**config.mk**
```make
export PLATFORM = sky130hd
export DESIGN_NAME = command_engine_flat
export DESIGN_NICKNAME = d
export VERILOG_FILES = /design/src/host_link_pkg.sv /design/src/mem_bus_if.sv /design/src/command_engine.sv /design/src/flat_wrapper.sv
export VERILOG_INCLUDE_DIRS = /design/src
export SDC_FILE = /design/constraint.sdc
export NUM_CORES = 1
export LEC_CHECK = 0
export ABC_CLOCK_PERIOD_IN_PS = 1900
export BUFFER_PORTS_ARGS = -buffer_cell sky130_fd_sc_hd__buf_2
export CORE_ASPECT_RATIO = 0.6
export CORE_MARGIN = 10
export CORE_UTILIZATION = 46
export CTS_CLUSTER_DIAMETER = 120
export DETAILED_ROUTE_END_ITERATION = 10
export HOLD_SLACK_MARGIN = 0.05
export PLACE_DENSITY = 0.79
export SYNTH_ARGS = -nofsm -noshare
export SYNTH_HDL_FRONTEND = slang
export SYNTH_SLANG_ARGS = --single-unit
```
**constraint.sdc**
```tcl
create_clock -name sys_clk -period 1.9 [get_ports sys_clk]
set_input_delay 0.095 -clock sys_clk [delete_from_list [all_inputs] [get_ports sys_clk]]
set_output_delay 0.095 -clock sys_clk [all_outputs]
set_load 0.01 [all_outputs]
```
**src/host_link_config.svh**
```systemverilog
`ifndef HOST_LINK_CONFIG_SVH
`define HOST_LINK_CONFIG_SVH

// memory word and reply width
`define HL_WORD_W 16

// one serial field, command or data
`define HL_BYTE_W 8

`define HL_ADDR_W 10
`define HL_MEM_DEPTH 1024

// words summed by one checksum pass
`define HL_SCAN_WORDS 16

// flops on host_clk and host_din before use
`define HL_SYNC_STAGES 2

`endif

```
**src/host_link_pkg.sv**
```systemverilog
`include "host_link_config.svh"

package host_link_pkg;

  typedef logic [`HL_WORD_W-1:0] mem_word_t;
  typedef logic [`HL_ADDR_W-1:0] mem_addr_t;

  // opcodes carried in the first byte of a host frame
  typedef enum logic [`HL_BYTE_W-1:0] {
    SET_DATA_LO = 8'h10,
    SET_DATA_HI = 8'h11,
    SET_ADDR_LO = 8'h12,
    SET_ADDR_HI = 8'h13,
    MEM_WRITE   = 8'hA0,
    MEM_READ    = 8'hA1,
    SCAN_START  = 8'hA3,
    SCAN_RESULT = 8'hA4
  } host_cmd_e;

  typedef enum logic [1:0] {
    LINK_IDLE,    // waiting for a start bit
    LINK_SHIFT,   // collecting command and data bits
    LINK_HOLD     // frame complete, waiting for cmd_done
  } link_state_e;

  typedef enum logic [1:0] {
    ENG_IDLE,
    ENG_EXEC,
    ENG_BUS,
    ENG_WAIT_SCAN
  } engine_state_e;

endpackage

```
**src/mem_bus_if.sv**
```systemverilog
`include "host_link_config.svh"

interface mem_bus_if import host_link_pkg::*; ();

  logic      psel;
  logic      penable;
  logic      pwrite;
  mem_addr_t paddr;
  mem_word_t pwdata;
  mem_word_t prdata;
  logic      pready;

  modport requester (
    output psel,
    output penable,
    output pwrite,
    output paddr,
    output pwdata,
    input  prdata,
    input  pready
  );

  modport completer (
    input  psel,
    input  penable,
    input  pwrite,
    input  paddr,
    input  pwdata,
    output prdata,
    output pready
  );

endinterface

```
**src/command_engine.sv**
```systemverilog
`include "host_link_config.svh"

module command_engine import host_link_pkg::*; (
  input  logic                  sys_clk,
  input  logic                  sys_rst_n,
  input  logic                  cmd_valid,
  input  host_cmd_e             cmd,
  input  logic [`HL_BYTE_W-1:0] cmd_data,
  input  logic                  scan_busy,
  input  mem_word_t             scan_sum,
  output logic                  cmd_done,
  output logic                  reply_valid,
  output mem_word_t             reply_word,
  output logic                  scan_start,
  output mem_addr_t             scan_addr,
  mem_bus_if.requester          bus
);

  engine_state_e                    state;
  logic [`HL_BYTE_W-1:0]            data_lo;
  logic [`HL_BYTE_W-1:0]            data_hi;
  logic [`HL_BYTE_W-1:0]            addr_lo;
  logic [`HL_ADDR_W-`HL_BYTE_W-1:0] addr_hi;   // only the bits the memory needs

  always_ff @(posedge sys_clk or negedge sys_rst_n) begin
    if (!sys_rst_n) begin
      state       <= ENG_IDLE;
      data_lo     <= '0;
      data_hi     <= '0;
      addr_lo     <= '0;
      addr_hi     <= '0;
      bus.psel    <= 1'b0;
      bus.penable <= 1'b0;
    end else begin
      case (state)
        ENG_IDLE: begin
          if (cmd_valid) begin
            state <= ENG_EXEC;
          end
        end
        ENG_EXEC: begin
          state <= ENG_IDLE;
          case (cmd)
            SET_DATA_LO: data_lo <= cmd_data;
            SET_DATA_HI: data_hi <= cmd_data;
            SET_ADDR_LO: addr_lo <= cmd_data;
            SET_ADDR_HI: addr_hi <= cmd_data[`HL_ADDR_W-`HL_BYTE_W-1:0];
            MEM_WRITE, MEM_READ: begin
              bus.psel <= 1'b1;   // setup cycle next
              state    <= ENG_BUS;
            end
            SCAN_RESULT: state <= ENG_WAIT_SCAN;
            default: state <= ENG_IDLE;   // scan start and unknown opcodes
          endcase
        end
        ENG_BUS: begin
          if (!bus.penable) begin
            bus.penable <= 1'b1;
          end else if (bus.pready) begin
            bus.psel    <= 1'b0;
            bus.penable <= 1'b0;
            state       <= ENG_IDLE;
          end
        end
        ENG_WAIT_SCAN: begin
          if (!scan_busy) begin
            state <= ENG_IDLE;
          end
        end
        default: state <= ENG_IDLE;
      endcase
    end
  end

  // request payload, held from setup through completion
  always_ff @(posedge sys_clk) begin
    if (state == ENG_EXEC) begin
      bus.pwrite <= (cmd == MEM_WRITE);
      bus.paddr  <= scan_addr;
      bus.pwdata <= {data_hi, data_lo};
    end
  end

  always_comb begin
    case (state)
      ENG_EXEC:      cmd_done = !(cmd inside {MEM_WRITE, MEM_READ, SCAN_RESULT});
      ENG_BUS:       cmd_done = bus.penable && bus.pready;
      ENG_WAIT_SCAN: cmd_done = !scan_busy;
      default:       cmd_done = 1'b0;
    endcase
  end

  assign reply_valid = cmd_done && (cmd == MEM_READ || cmd == SCAN_RESULT);
  assign reply_word  = (cmd == SCAN_RESULT) ? scan_sum : bus.prdata;
  assign scan_start  = (state == ENG_EXEC) && (cmd == SCAN_START) && !scan_busy;
  assign scan_addr   = {addr_hi, addr_lo};

endmodule

```
**src/flat_wrapper.sv**
```systemverilog
// flat-port wrapper written by rule: the top's interface ports become plain ports
module command_engine_flat import host_link_pkg::*;
  (sys_clk, sys_rst_n, cmd_valid, cmd, cmd_data, scan_busy, scan_sum, cmd_done, reply_valid, reply_word, scan_start, scan_addr, bus_psel, bus_penable, bus_pwrite, bus_paddr, bus_pwdata, bus_prdata, bus_pready);
  mem_bus_if bus_i ();
  input  logic sys_clk;
  input  logic sys_rst_n;
  input  logic cmd_valid;
  input  host_cmd_e cmd;
  input  logic [`HL_BYTE_W-1:0] cmd_data;
  input  logic scan_busy;
  input  mem_word_t scan_sum;
  output logic cmd_done;
  output logic reply_valid;
  output mem_word_t reply_word;
  output logic scan_start;
  output mem_addr_t scan_addr;
  output wire logic [$bits(bus_i.psel)-1:0] bus_psel;
  output wire logic [$bits(bus_i.penable)-1:0] bus_penable;
  output wire logic [$bits(bus_i.pwrite)-1:0] bus_pwrite;
  output wire logic [$bits(bus_i.paddr)-1:0] bus_paddr;
  output wire logic [$bits(bus_i.pwdata)-1:0] bus_pwdata;
  input wire logic [$bits(bus_i.prdata)-1:0] bus_prdata;
  input wire logic [$bits(bus_i.pready)-1:0] bus_pready;
  assign bus_psel = bus_i.psel;
  assign bus_penable = bus_i.penable;
  assign bus_pwrite = bus_i.pwrite;
  assign bus_paddr = bus_i.paddr;
  assign bus_pwdata = bus_i.pwdata;
  assign bus_i.prdata = bus_prdata;
  assign bus_i.pready = bus_pready;
  command_engine u_core (.sys_clk(sys_clk), .sys_rst_n(sys_rst_n), .cmd_valid(cmd_valid), .cmd(cmd), .cmd_data(cmd_data), .scan_busy(scan_busy), .scan_sum(scan_sum), .cmd_done(cmd_done), .reply_valid(reply_valid), .reply_word(reply_word), .scan_start(scan_start), .scan_addr(scan_addr), .bus(bus_i));
endmodule
```
==> run summary, run 1 <==
Using the TritonRoute via totals, the vias-per-cell ratio works out to 4.96. The tools report the total length of routed met3 wires as 455 um. The top layer reached by signal wires was met4. The logs give 230 ps for the register-to-register path setup slack and 0 for the number of buffers inserted to repair setup after CTS. After routing, the total negative slack on setup checks comes to 0 ps. In this run the most critical hold path is launched from scan_busy. The run finished with clean final reports. The run gives 68.6% as the share of the core filled with cells. STA classifies the critical path startpoint as a register. The quantity of I/O buffers inserted on ports came out at 110.

Counting flops and latches in the post-synthesis netlist gives 57. The clock group share of total power was 37.2%. The start point of the critical path was u_core.state[0]. Summed over all layers, the global routing overflow is 0.

The internal power of the cells totals 2.12 mW. The area of the die came out at 0.00842 mm2. The post-synthesis net count was 188. The peak supply drop was 0.560 mV; the top fanout value on the critical path was 12. The share of the synthesized area in the top cell type was 34.7%; the via count was 1658.

The run gives 0 as the initial antenna violation count. Prior to clock tree synthesis, the placed netlist has a worst setup slack of 181 ps. In this run the static leakage power is 1.64 nW. Setup repair after global routing left no endpoint under its margin. Between clock sinks in the finished design, the worst skew comes to 6.83 ps. For the worst setup path, the data arrival time is 1640 ps. The share of the yosys chip area belonging to registers was 66.9%. Worst-case hold path end point: u_core.state[0].

The number of antenna diodes in the final layout is 0. The worst path uses 91.5% of the clock period. Summed over all instances, the cell type with the most area after synthesis is edfxtp_1.

TritonCTS built the clock tree. The worst hold path belongs to the class in -> reg. Measured along the y axis, the die boundary spans 75.2 um. The maximum number of pins on one net before global-route repair is 31, and the post-synthesis average cell area is 17.3 um2. Synthesis produced a netlist whose cell count is 135. The pre-antenna-repair detailed-routing pass consisted of 4 iterations. The start of the worst register-to-register path is u_core.state[1].

Number of cells on the worst reg-to-reg path: 4. The number of global-route vias before repair is 1841, and the share of total power consumed by net switching is 22.8%. For this run, the leading register cell type out of synthesis is dfrtp_1. Once the floorplan was initialized, standard cells occupied 49.4% of the core.

The logs give 0 for the count of warnings emitted by yosys and 0.775 for the final weighted congestion in routability-driven placement. The endpoint identified for the worst register-to-register timing path is u_core.data_lo[1]. After synthesis, the share of flip-flops with an asynchronous set or reset is 52.6%. Ranked by total cell area, the synthesized netlist is headed by edfxtp_1 35%, dfrtp_1 32%, mux2_2 21%. In this run the power density over the cells is 845 mW/mm2.

The commonest cells after synthesis are 43 x mux2_2, 30 x dfrtp_1, 27 x edfxtp_1. From left edge to right edge, the die measures 112 um. Clock latency on the worst-skew pair, taken at its later pin, is 330 ps. Once routing completed, OpenROAD measured the worst setup slack at 161 ps.

For the pin with the worst max-slew slack, the measured transition is 671 ps. The worst setup path is of the reg -> out kind. The detailed-placement wirelength estimate was 4720 um.

After detailed routing, the average wire length per cell comes to 18.0 um. The run gives 2 as the clock tree buffer depth. The core region is 0.00473 mm2.

Across the run, the number of max-cap violations was 0. The max-slew violation total from the final report was 0. Combinational power share: 11.6%.

The wire length reported by the detailed router is 6000 um, and the number of nets with antenna violations after routing is 0. Sequential cells burn 51.2% of the power. The number of placed I/O pins was 111. In this run, the number of DRC markers left after iteration 0 of detailed routing was 59. The worst hold path was traced through 3 stages. Headroom to the max-slew limit came out at 55.3%. Setup violations remaining at the end of the flow were counted as 0. The number of enable flip-flop cells after synthesis was 27.

TritonCTS created 9 clock buffers. In the routed design, unresolved DRC markers number 0. STA classifies the critical path endpoint as a primary output. The area added between synthesis and finish was 39.0%; the mapped cell area was 0.00233 mm2. The root buffer cell chosen for the clock tree is clkbuf_8.

The required time at the endpoint of the critical path was 1800 ps; the clock period minus worst slack was 1740 ps. In the detailed route, the total length drawn on met2 is 2940 um. The final count of hold timing violations was 0.

In the final layout, the share of cells above drive strength 1 is 64.2%. The register clock-pin slew on the reported worst setup and hold paths was 60 ps; the number of distinct library cells after synthesis was 29. Total global routing track utilization: 14.7%. The most frequent cell after synthesis is mux2_2.

The net switching power of the design came out at 626 uW. The first global-routing pass estimated 9680 um of wire. The initialized floorplan defines 19 standard-cell rows. The tree built by TritonCTS fans out to 57 sinks.

The net count of the finished layout is 319. The logs give 2550 um for the routed metal-1 wirelength and 3 for the maximum level of the CTS H-tree. Based on the critical path, the design can be clocked at up to 0.575 GHz.
registers in the layout (all words and copies together), names as in the netlist:
signal,flops
u_core.bus.pwdata,16
u_core.bus.paddr,10
u_core.addr_lo,8
u_core.data_hi,8
u_core.data_lo,8
u_core.addr_hi,2
u_core.state,2
u_core.bus.penable,1
u_core.bus.psel,1
u_core.bus.pwrite,1
power groups by stage:
stage,Clock [mW],Sequential [mW],Combinational (mW)
floorplan,0,1.45,0.105
global placement,0,1.43,0.301
CTS,1.05,1.41,0.323
global route,1.12,1.41,0.349
detailed placement,0,1.43,0.305
finish,1.02,1.40,0.318
area by class of cell:
class / instances / area, um2
sequential: 57 / 1560
fill: 355 / 1490
multi-input combinational: 74 / 751
timing repair buffer: 122 / 666
clock buffer: 11 / 131
tap: 63 / 78.8
clock inverter: 5 / 46.3
inverter: 2 / 10.0
how the worst max path moves through the flow:
| stage | endpoint | slack (ps) |
|---|---|---|
| floorplan | u_core.addr_lo[0] | 150 |
| detailed placement | u_core.addr_lo[7] | 180 |
| finish | cmd_done | 160 |
| CTS | cmd_done | 100 |
| global placement | u_core.data_lo[7] | 250 |
| global route | cmd_done | 60 |
routing by layer:
layer | up-vias | global-route usage [%]
li1 | 783 | -
met1 | 819 | 16.5
met2 | 50 | 25.0
met3 | 6 | 6.43
met4 | 0 | 5.04
met5 | - | 0
metrics by stage:
step	std cells	total power [mW]	cell area, um2	hold slack [ps]
2_1_floorplan	135	1.56	2330	-201
3_3_place_gp	308	1.73	2960	161
3_5_place_dp	308	1.73	2960	164
4_1_cts	334	2.77	3240	70.3
5_1_grt	334	2.88	3240	97.7
6_report	334	2.74	3240	90.2
cells by family after synthesis:
group	share of synthesized area (%)
AOI/OAI and AO/OA	1.77
xor gates and xnor gates	0.375
buffers and inverters	0.964
DFF	66.9
muxes	21.2
and+or+nand+nor	8.84
worst max-delay path, stage by stage (launching register included):
cell      delay, ps
dfrtp_1         450
nand2b_1        210
inv_4           110
buf_4           190
a22o_1          220
buf_2           140
placed cells by master (no fill, tap or decap), types with 3 or more instances in the layout:
master	n
clkinv_1	3
clkbuf_8	9
buf_2	110
dfrtp_1	30
edfxtp_1	27
nor3b_1	4
nor2_1	3
dlygate4sd3_1	10
mux2_2	43
timing repair:
item                                   4_1_cts  5_1_grt
resized for setup                            0        1
endpoints found under the hold margin       54        0
setup endpoints to repair                    0        1
hold buffers                                10        0
No activity file was read; power rests on OpenSTA's default activity.
==> inputs of run 2 (changes only) <==
--- a/config.mk
+++ b/config.mk
@@ -15,6 +15,7 @@
 export DETAILED_ROUTE_END_ITERATION = 10
 export HOLD_SLACK_MARGIN = 0.05
 export PLACE_DENSITY = 0.79
+export RECOVER_POWER = 50
 export SYNTH_ARGS = -nofsm -noshare
 export SYNTH_HDL_FRONTEND = slang
 export SYNTH_SLANG_ARGS = --single-unit
==> run 2 against run 1 <==
Clock skew about the same. Largest cell class unchanged. Core utilization decreased by 0.87 points. Wire length about the same. Non-clock buffer count unchanged. Largest power group unchanged. Critical endpoint unchanged.
==> run summary, run 2 (same netlist as run 1, synthesis figures left out) <==
The flow ran to the end, and the final reports show no timing, DRC or antenna violations. The logs give 1660 ps (+20 ps) for the arrival time of data at the critical path endpoint and 56 (-5.1%) for the iteration-0 DRC count of the detailed router. The area of the die was 0.00842 mm2 (unchanged); the count of filler cells inserted in the layout was 364 (+2.5%). The number of sinks on the clock net was 57 (unchanged). The total area of multi-input combinational cells was 746 um2 (-0.67%).

The quantity of I/O buffers inserted on ports works out to 110 (unchanged). The final count of hold timing violations is 0 (unchanged). The number of search-and-repair iterations in the first detailed-routing pass came out at 6 (+2).

The logs give 0 (unchanged) for the initial antenna violation count and 330 ps (about the same) for the source-to-sink clock delay at the later pin of the worst-skew pair. Setup TNS after final layout: 0 ps (unchanged). The total CTS buffers is 9 (unchanged), and the met2 routing resource usage after global routing is 25.0% (unchanged). The run gives 31 (unchanged) as the maximum number of pins on one net before global-route repair. The share of the core filled with cells came out at 67.7% (-0.87 points). The total global routing track utilization is 14.7% (unchanged), and the total power is 2.73 mW (-0.43%).

The wire length reported by the detailed router was 6000 um (about the same); the area added between synthesis and finish was 37.2%. The worst setup path is captured at a primary output. The final critical-path share of the clock period came out at 92.2% (+0.65 points). The remaining global-route overflow is 0 (unchanged), and the detailed-route vias per instance is 4.94 (-0.54%).

For the required time at the endpoint of the critical path, the log shows 1800 ps (about the same). The final worst-path setup slack was 149 ps (-12.3 ps). The max-slew violation total from the final report came out at 0 (unchanged). The final-report setup violation count is 0 (unchanged), and the clock period minus worst slack is 1750 ps (+12.3 ps). The run gives 334 (unchanged) as the final non-filler cell total.

Slew at the pin closest to its max-slew limit: 740 ps (+69.2 ps). TritonCTS built the clock tree. In this run the clock root is driven by a clkbuf_8. The run gives 19 (unchanged) as the placement row count. The final weighted congestion in routability-driven placement was 0.775 (unchanged); the floorplan die height was 75.2 um (unchanged).

Die width: 112 um (unchanged). The number of max-capacitance violations reported came out at 0 (unchanged). Post-detailed-route wirelength per cell: 18.0 um (about the same).

The kind of start point of the critical path is a register. The static leakage power was 1.54 nW (-5.7%). The total power divided by cell area works out to 852 mW/mm2 (+0.85%). The number of global-route vias before repair is 1841 (unchanged), and the via count is 1649 (-0.54%). The tools report the detailed-placement wirelength estimate as 4720 um (unchanged).

The tools report the maximum clock skew at final layout as 7.21 ps (+0.376 ps). The share of post-route cells with drive strength above 1 was 53.1% (-11 points). The critical path is of the reg -> out type. Most frequent standard cell in the layout excluding fill and tap cells: buf_2. The run gives 0 (unchanged) as the remaining design rule violation count. For the met1 routing resource usage after global routing, the log shows 16.5% (unchanged).

The tools report the maximum level of the CTS H-tree as 3 (unchanged). The layer with the highest usage after global routing is met2. The post-placement worst setup slack is 181 ps (unchanged), and the met3 track demand over resource in global routing is 6.43% (unchanged). The top fanout value on the critical path works out to 12 (unchanged). The register clock-pin slew on the reported worst setup and hold paths came out at 60 ps (about the same).

The count of placed standard cells including taps was 308 (unchanged); the first-pass GRT wire length was 9680 um (unchanged). The run gives 319 (unchanged) as the number of nets in the layout. The largest registers in the layout are u_core.bus.pwdata: 16 flops, u_core.bus.paddr: 10 flops. The total inserted antenna cells is 0 (unchanged).

For the worst slew margin relative to its limit, the log shows 50.7% (-4.6 points). The number of nets with antenna violations after routing is 0 (unchanged), and the flip-flop count of the largest register after layout is 16 (unchanged). The type of the worst min-delay path is in -> reg. Number of placed I/O pins: 111 (unchanged). The tools report the maximum achievable frequency as 0.571 GHz (-0.70%). The storage element area came out at 0.00156 mm2 (unchanged). Setup repair after global routing left no endpoint under its margin. For the peak supply drop, the log shows 0.558 mV (-0.32%).

For the core box area, the log shows 0.00473 mm2 (unchanged). The clock tree buffer depth was 2 (unchanged). The register with the most flip-flops was u_core.bus.pwdata.

Leaving out fill and tap cells, the most frequent cells in the layout are 80 x buf_2, 43 x mux2_2, 31 x clkbuf_1. For the starting utilization of the core area, the log shows 49.4% (unchanged).
run 2: final timing paths:
check	depth (start not counted)	startpoint	slack, ps	to
max	5	u_core.state[1]	150	cmd_done
min	3	scan_busy	90	u_core.state[0]
max reg2reg	4	u_core.state[1]	230	u_core.data_lo[1]
min reg2reg	0	u_core.data_lo[7]	440	u_core.bus.pwdata[7]
max in group asynchronous	2	sys_rst_n	1040	u_core.addr_lo[4]
min in group asynchronous	2	sys_rst_n	380	u_core.data_lo[6]
run 2: final cells by class:
type                    instances  area share [%]
clock inverters                 5            1.45
clock buffers                  11            4.10
multi-input cells              74            23.3
well taps                      63            2.46
flip-flops and latches         57            48.8
repair buffers                122            19.6
inverters                       2           0.313
run 2: per-stage QoR:
stage	hold WS (ps)	area, um2
3_5_place_dp	164	2960
2_1_floorplan	-201	2330
5_1_grt	97.7	3200
6_report	94.4	3200
4_1_cts	70.3	3240
3_3_place_gp	161	2960
run 2: timing repair:
item | 4_1_cts | 5_1_grt
resized for setup | 0 | 1
hold endpoints to repair | 54 | 0
buffers inserted | 0 | 0
endpoints found under the setup margin | 0 | 1
hold buffers | 10 | 0
run 2: power by group:
group          internal, mW  switching [mW]
clock network         0.590           0.426
registers              1.37          0.0337
logic                 0.144           0.164
total                  2.11           0.624
run 2: worst max-delay path, stage by stage (launching register included):
cell      delay (ps)
dfrtp_1          420
nand2b_1         230
inv_4            170
buf_4            190
a22o_1           170
buf_2            140
run 2: metal layers:
layer / vias up / wire (um)
li1: 783 / -
met1: 807 / 2560
met2: 53 / 2950
met3: 6 / 433
met4: 0 / 55
met5: - / 0
==> inputs of run 3 (changes only) <==
--- a/config.mk
+++ b/config.mk
@@ -10,11 +10,12 @@
 export BUFFER_PORTS_ARGS = -buffer_cell sky130_fd_sc_hd__buf_2
 export CORE_ASPECT_RATIO = 0.6
 export CORE_MARGIN = 10
-export CORE_UTILIZATION = 46
+export CORE_UTILIZATION = 48
+export CTS_BUF_LIST = sky130_fd_sc_hd__clkbuf_8
 export CTS_CLUSTER_DIAMETER = 120
 export DETAILED_ROUTE_END_ITERATION = 10
 export HOLD_SLACK_MARGIN = 0.05
-export PLACE_DENSITY = 0.79
+export PLACE_DENSITY = 0.82
 export RECOVER_POWER = 50
 export SYNTH_ARGS = -nofsm -noshare
 export SYNTH_HDL_FRONTEND = slang
==> run 3 against run 2 <==
Global-route usage is 0.40 points higher. Clock skew is 1.9 ps lower. First-iteration DRC count up 7.1%. Non-clock buffer count fell by 1. Maximum frequency is 1.1% lower. Flip-flop and latch count is the same. Critical path depth unchanged. Critical path type unchanged. Highest routed layer unchanged.
==> run summary, run 3 (same netlist as run 1, synthesis figures left out) <==
Combinational power share: 10.5% (-0.8 points). In the layout the commonest cells are 80 x buf_2, 43 x mux2_2, 30 x dfrtp_1. The post-detailed-route wirelength per cell was 17.3 um (-3.7%). The flip-flop count of the largest register after layout came out at 16 (unchanged). For the final worst-path setup slack, the log shows 130 ps (-19.2 ps). The number of gates resized after CTS was 0 (unchanged).

Source-to-sink clock delay at the later pin of the worst-skew pair: 330 ps (about the same). Setup TNS after final layout: 0 ps (unchanged). TritonCTS built the clock tree.

The clock period minus worst slack was 1770 ps (+19.2 ps); the total CTS buffers was 9 (unchanged). The register clock-pin slew on the reported worst setup and hold paths was 60 ps (about the same); the relative contribution of sequential cells to total power was 48.5% (-3.0 points). The quantity of I/O buffers inserted on ports is 110 (unchanged), and the clock group share of total power is 41.0% (+3.8 points).

For the net switching power of the design, the log shows 657 uW (+5.3%). Top layer reached by signal wires: met4. The slew at the pin closest to its max-slew limit works out to 729 ps (-10.6 ps). The wire length reported by the detailed router came out at 5760 um (-4.0%).

Leaving out fill and tap cells, the most frequent cell in the layout is buf_2. The family with the most delay on the worst path is buffers and inverters. The placement row count was 19 (unchanged).

STA classifies the critical path startpoint as a register. The cell area after placement was 0.00296 mm2 (unchanged). The run gives 3 (unchanged) as the maximum level of the CTS H-tree. The arrival time of data at the critical path endpoint is 1680 ps (+20 ps), and the floorplan die height is 74.0 um (-1.5%). For the total length of routed met3 wires, the log shows 473 um (+9.2%). The detailed-route vias per instance is 5.08 (+2.8%). The detailed-placement wirelength estimate came out at 4470 um (-5.2%). The run gives 111 (unchanged) as the number of placed I/O pins.

Register with the most flip-flops: u_core.bus.pwdata. The type of the worst setup path was reg -> out. Total power: 2.90 mW (+6.1%).

Setup repair after global routing left no endpoint under its margin. The area of the die is 0.00814 mm2 (-3.3%). The area growth from synthesis to layout is 38.1%.

The maximum number of pins on one net before global-route repair was 31 (unchanged); the total global routing track utilization was 15.1% (+0.40 points). The total power divided by cell area was 898 mW/mm2 (+5.4%); the share of total power consumed by net switching was 22.7% (-0.17 points). Core box area: 0.00464 mm2 (-2.0%).

The signal on the critical path passes through nand2b_1 > inv_2 > buf_4 > a22o_1 > buf_2. The number of sinks on the clock net is 57 (unchanged), and the starting utilization of the core area is 50.4% (+1.0 points). The run gives 9320 um (-3.8%) as the first-pass GRT wire length. The static leakage power was 1.56 nW (+0.81%).

On the critical path, the stage with the largest delay is an instance of dfrtp_1. The tools report the clock tree buffer depth as 2 (unchanged). The register-to-register path setup slack was 250 ps (+20 ps); the final-report setup violation count was 0 (unchanged). The logs give 60 (+7.1%) for the iteration-0 DRC count of the detailed router and 0 (unchanged) for the total inserted antenna cells. The die width was 110 um (-1.7%).

The largest registers in the layout are u_core.bus.pwdata: 16 flops, u_core.bus.paddr: 10 flops. Worst slew margin relative to its limit: 51.4% (+0.71 points). The max-slew violation total from the final report is 0 (unchanged). The top fanout value on the critical path came out at 13 (+1). The run finished with clean final reports. The min-delay analysis places its worst path in the category in -> reg. For the cell-internal power, the log shows 2.24 mW (+6.3%). The maximum achievable frequency came out at 0.565 GHz (-1.1%). The logs give 1800 ps (about the same) for the required time at the endpoint of the critical path and 1690 (+2.5%) for the via count.

For the remaining global-route overflow, the log shows 0 (unchanged). The delay of the slowest critical-path stage is 430 ps (about the same). The initial antenna violation count is 0 (unchanged), and the share of post-route cells with drive strength above 1 is 54.4% (+1.3 points). The logs give 0.765 mV (+37%) for the peak supply drop and 0 (unchanged) for the number of nets with antenna violations after routing. For the number of search-and-repair iterations in the first detailed-routing pass, the log shows 4 (-2). The number of global-route vias before repair came out at 1825 (-0.87%). The final count of hold timing violations was 0 (unchanged); the final instance area was 0.00322 mm2 (+0.66%). The tools report the detailed-routed wire length on met2 as 2950 um (-0.14%).

The tools report the post-placement worst setup slack as 278 ps (+97.2 ps). The worst setup path is captured at a primary output. The remaining design rule violation count was 0 (unchanged). The tools report the cell at the root of the clock tree as clkbuf_8. The worst path buffer plus inverter count came out at 3 (unchanged). The run gives 2290 um (-11%) as the routed metal-1 wirelength.

The number of nets in the layout was 318 (-0.31%). The number of buffers inserted to repair setup after CTS is 0 (unchanged), and the final weighted congestion in routability-driven placement is 0.821 (+5.9%). The final critical-path share of the clock period works out to 93.2% (+1.0 points). The logs give 0 (unchanged) for the number of max-capacitance violations reported and 5.33 ps (-1.87 ps) for the maximum clock skew at final layout.
## run 3: changes by cell type in the layout (fill, tap and decap cells not counted)
cell / previous run / this run
clkinv_1: 3 / 0
clkbuf_1: 31 / 29
clkinvlp_4: 0 / 2
inv_1: 1 / 3
bufinv_16: 1 / 2
dlygate4sd3_1: 10 / 9
inv_2: 0 / 1
inv_4: 1 / 0
## run 3: path summary, 6_finish.rpt
check,endpoint,from,depth (start not counted)
worst max-delay path,cmd_done,u_core.state[1],5
worst min-delay path,u_core.data_lo[0],cmd_data[0],2
worst max register to register,u_core.addr_hi[1],u_core.state[1],5
worst min register to register,u_core.bus.pwdata[12],u_core.data_hi[4],0
max in group asynchronous,u_core.addr_lo[3],sys_rst_n,2
min in group asynchronous,u_core.addr_lo[5],sys_rst_n,2
## run 3: metal layers
metal  vias to the layer above  track usage, %
met5                         -               0
li1                        783               -
met1                       839            17.8
met3                         9            7.25
met4                         0            3.88
met2                        59            24.4
## run 3: timing repair
| action | in CTS | in global routing |
|---|---|---|
| hold buffers | 9 | 0 |
| setup endpoints to repair | 0 | 0 |
| endpoints found under the hold margin | 52 | 0 |
## run 3: through the flow
stage               hold slack (ps)  instances  util (%)
floorplan                      -201        135         -
finish                         66.0        333      69.6
detailed placement              165        308      63.9
global placement                155        308      63.9
global route                   51.1        333      69.6
CTS                            52.3        333      70.4
## run 3: power groups by stage
| stage | combinational [mW] | clock (mW) | sequential, mW |
|---|---|---|---|
| 6_report | 0.305 | 1.19 | 1.40 |
| 4_1_cts | 0.321 | 1.21 | 1.40 |
| 3_5_place_dp | 0.305 | 0 | 1.43 |
| 5_1_grt | 0.338 | 1.28 | 1.41 |
| 2_1_floorplan | 0.105 | 0 | 1.45 |
| 3_3_place_gp | 0.300 | 0 | 1.42 |
## run 3: cell type report
cell class	instances	area, um2
fillers	353	1410
inverters	2	7.51
flip-flops and latches	57	1560
clock buffers	9	124
repair buffers	121	619
multi-input cells	74	746
clock inverters	7	87.6
well taps	63	78.8
## run 3: worst reg2reg max path, cell delays in order (launching register included)
cell and delay [ps]:
dfrtp_1 430, nand2b_1 230, inv_2 140, buf_4 240
nand4_1 180, mux2_2 310
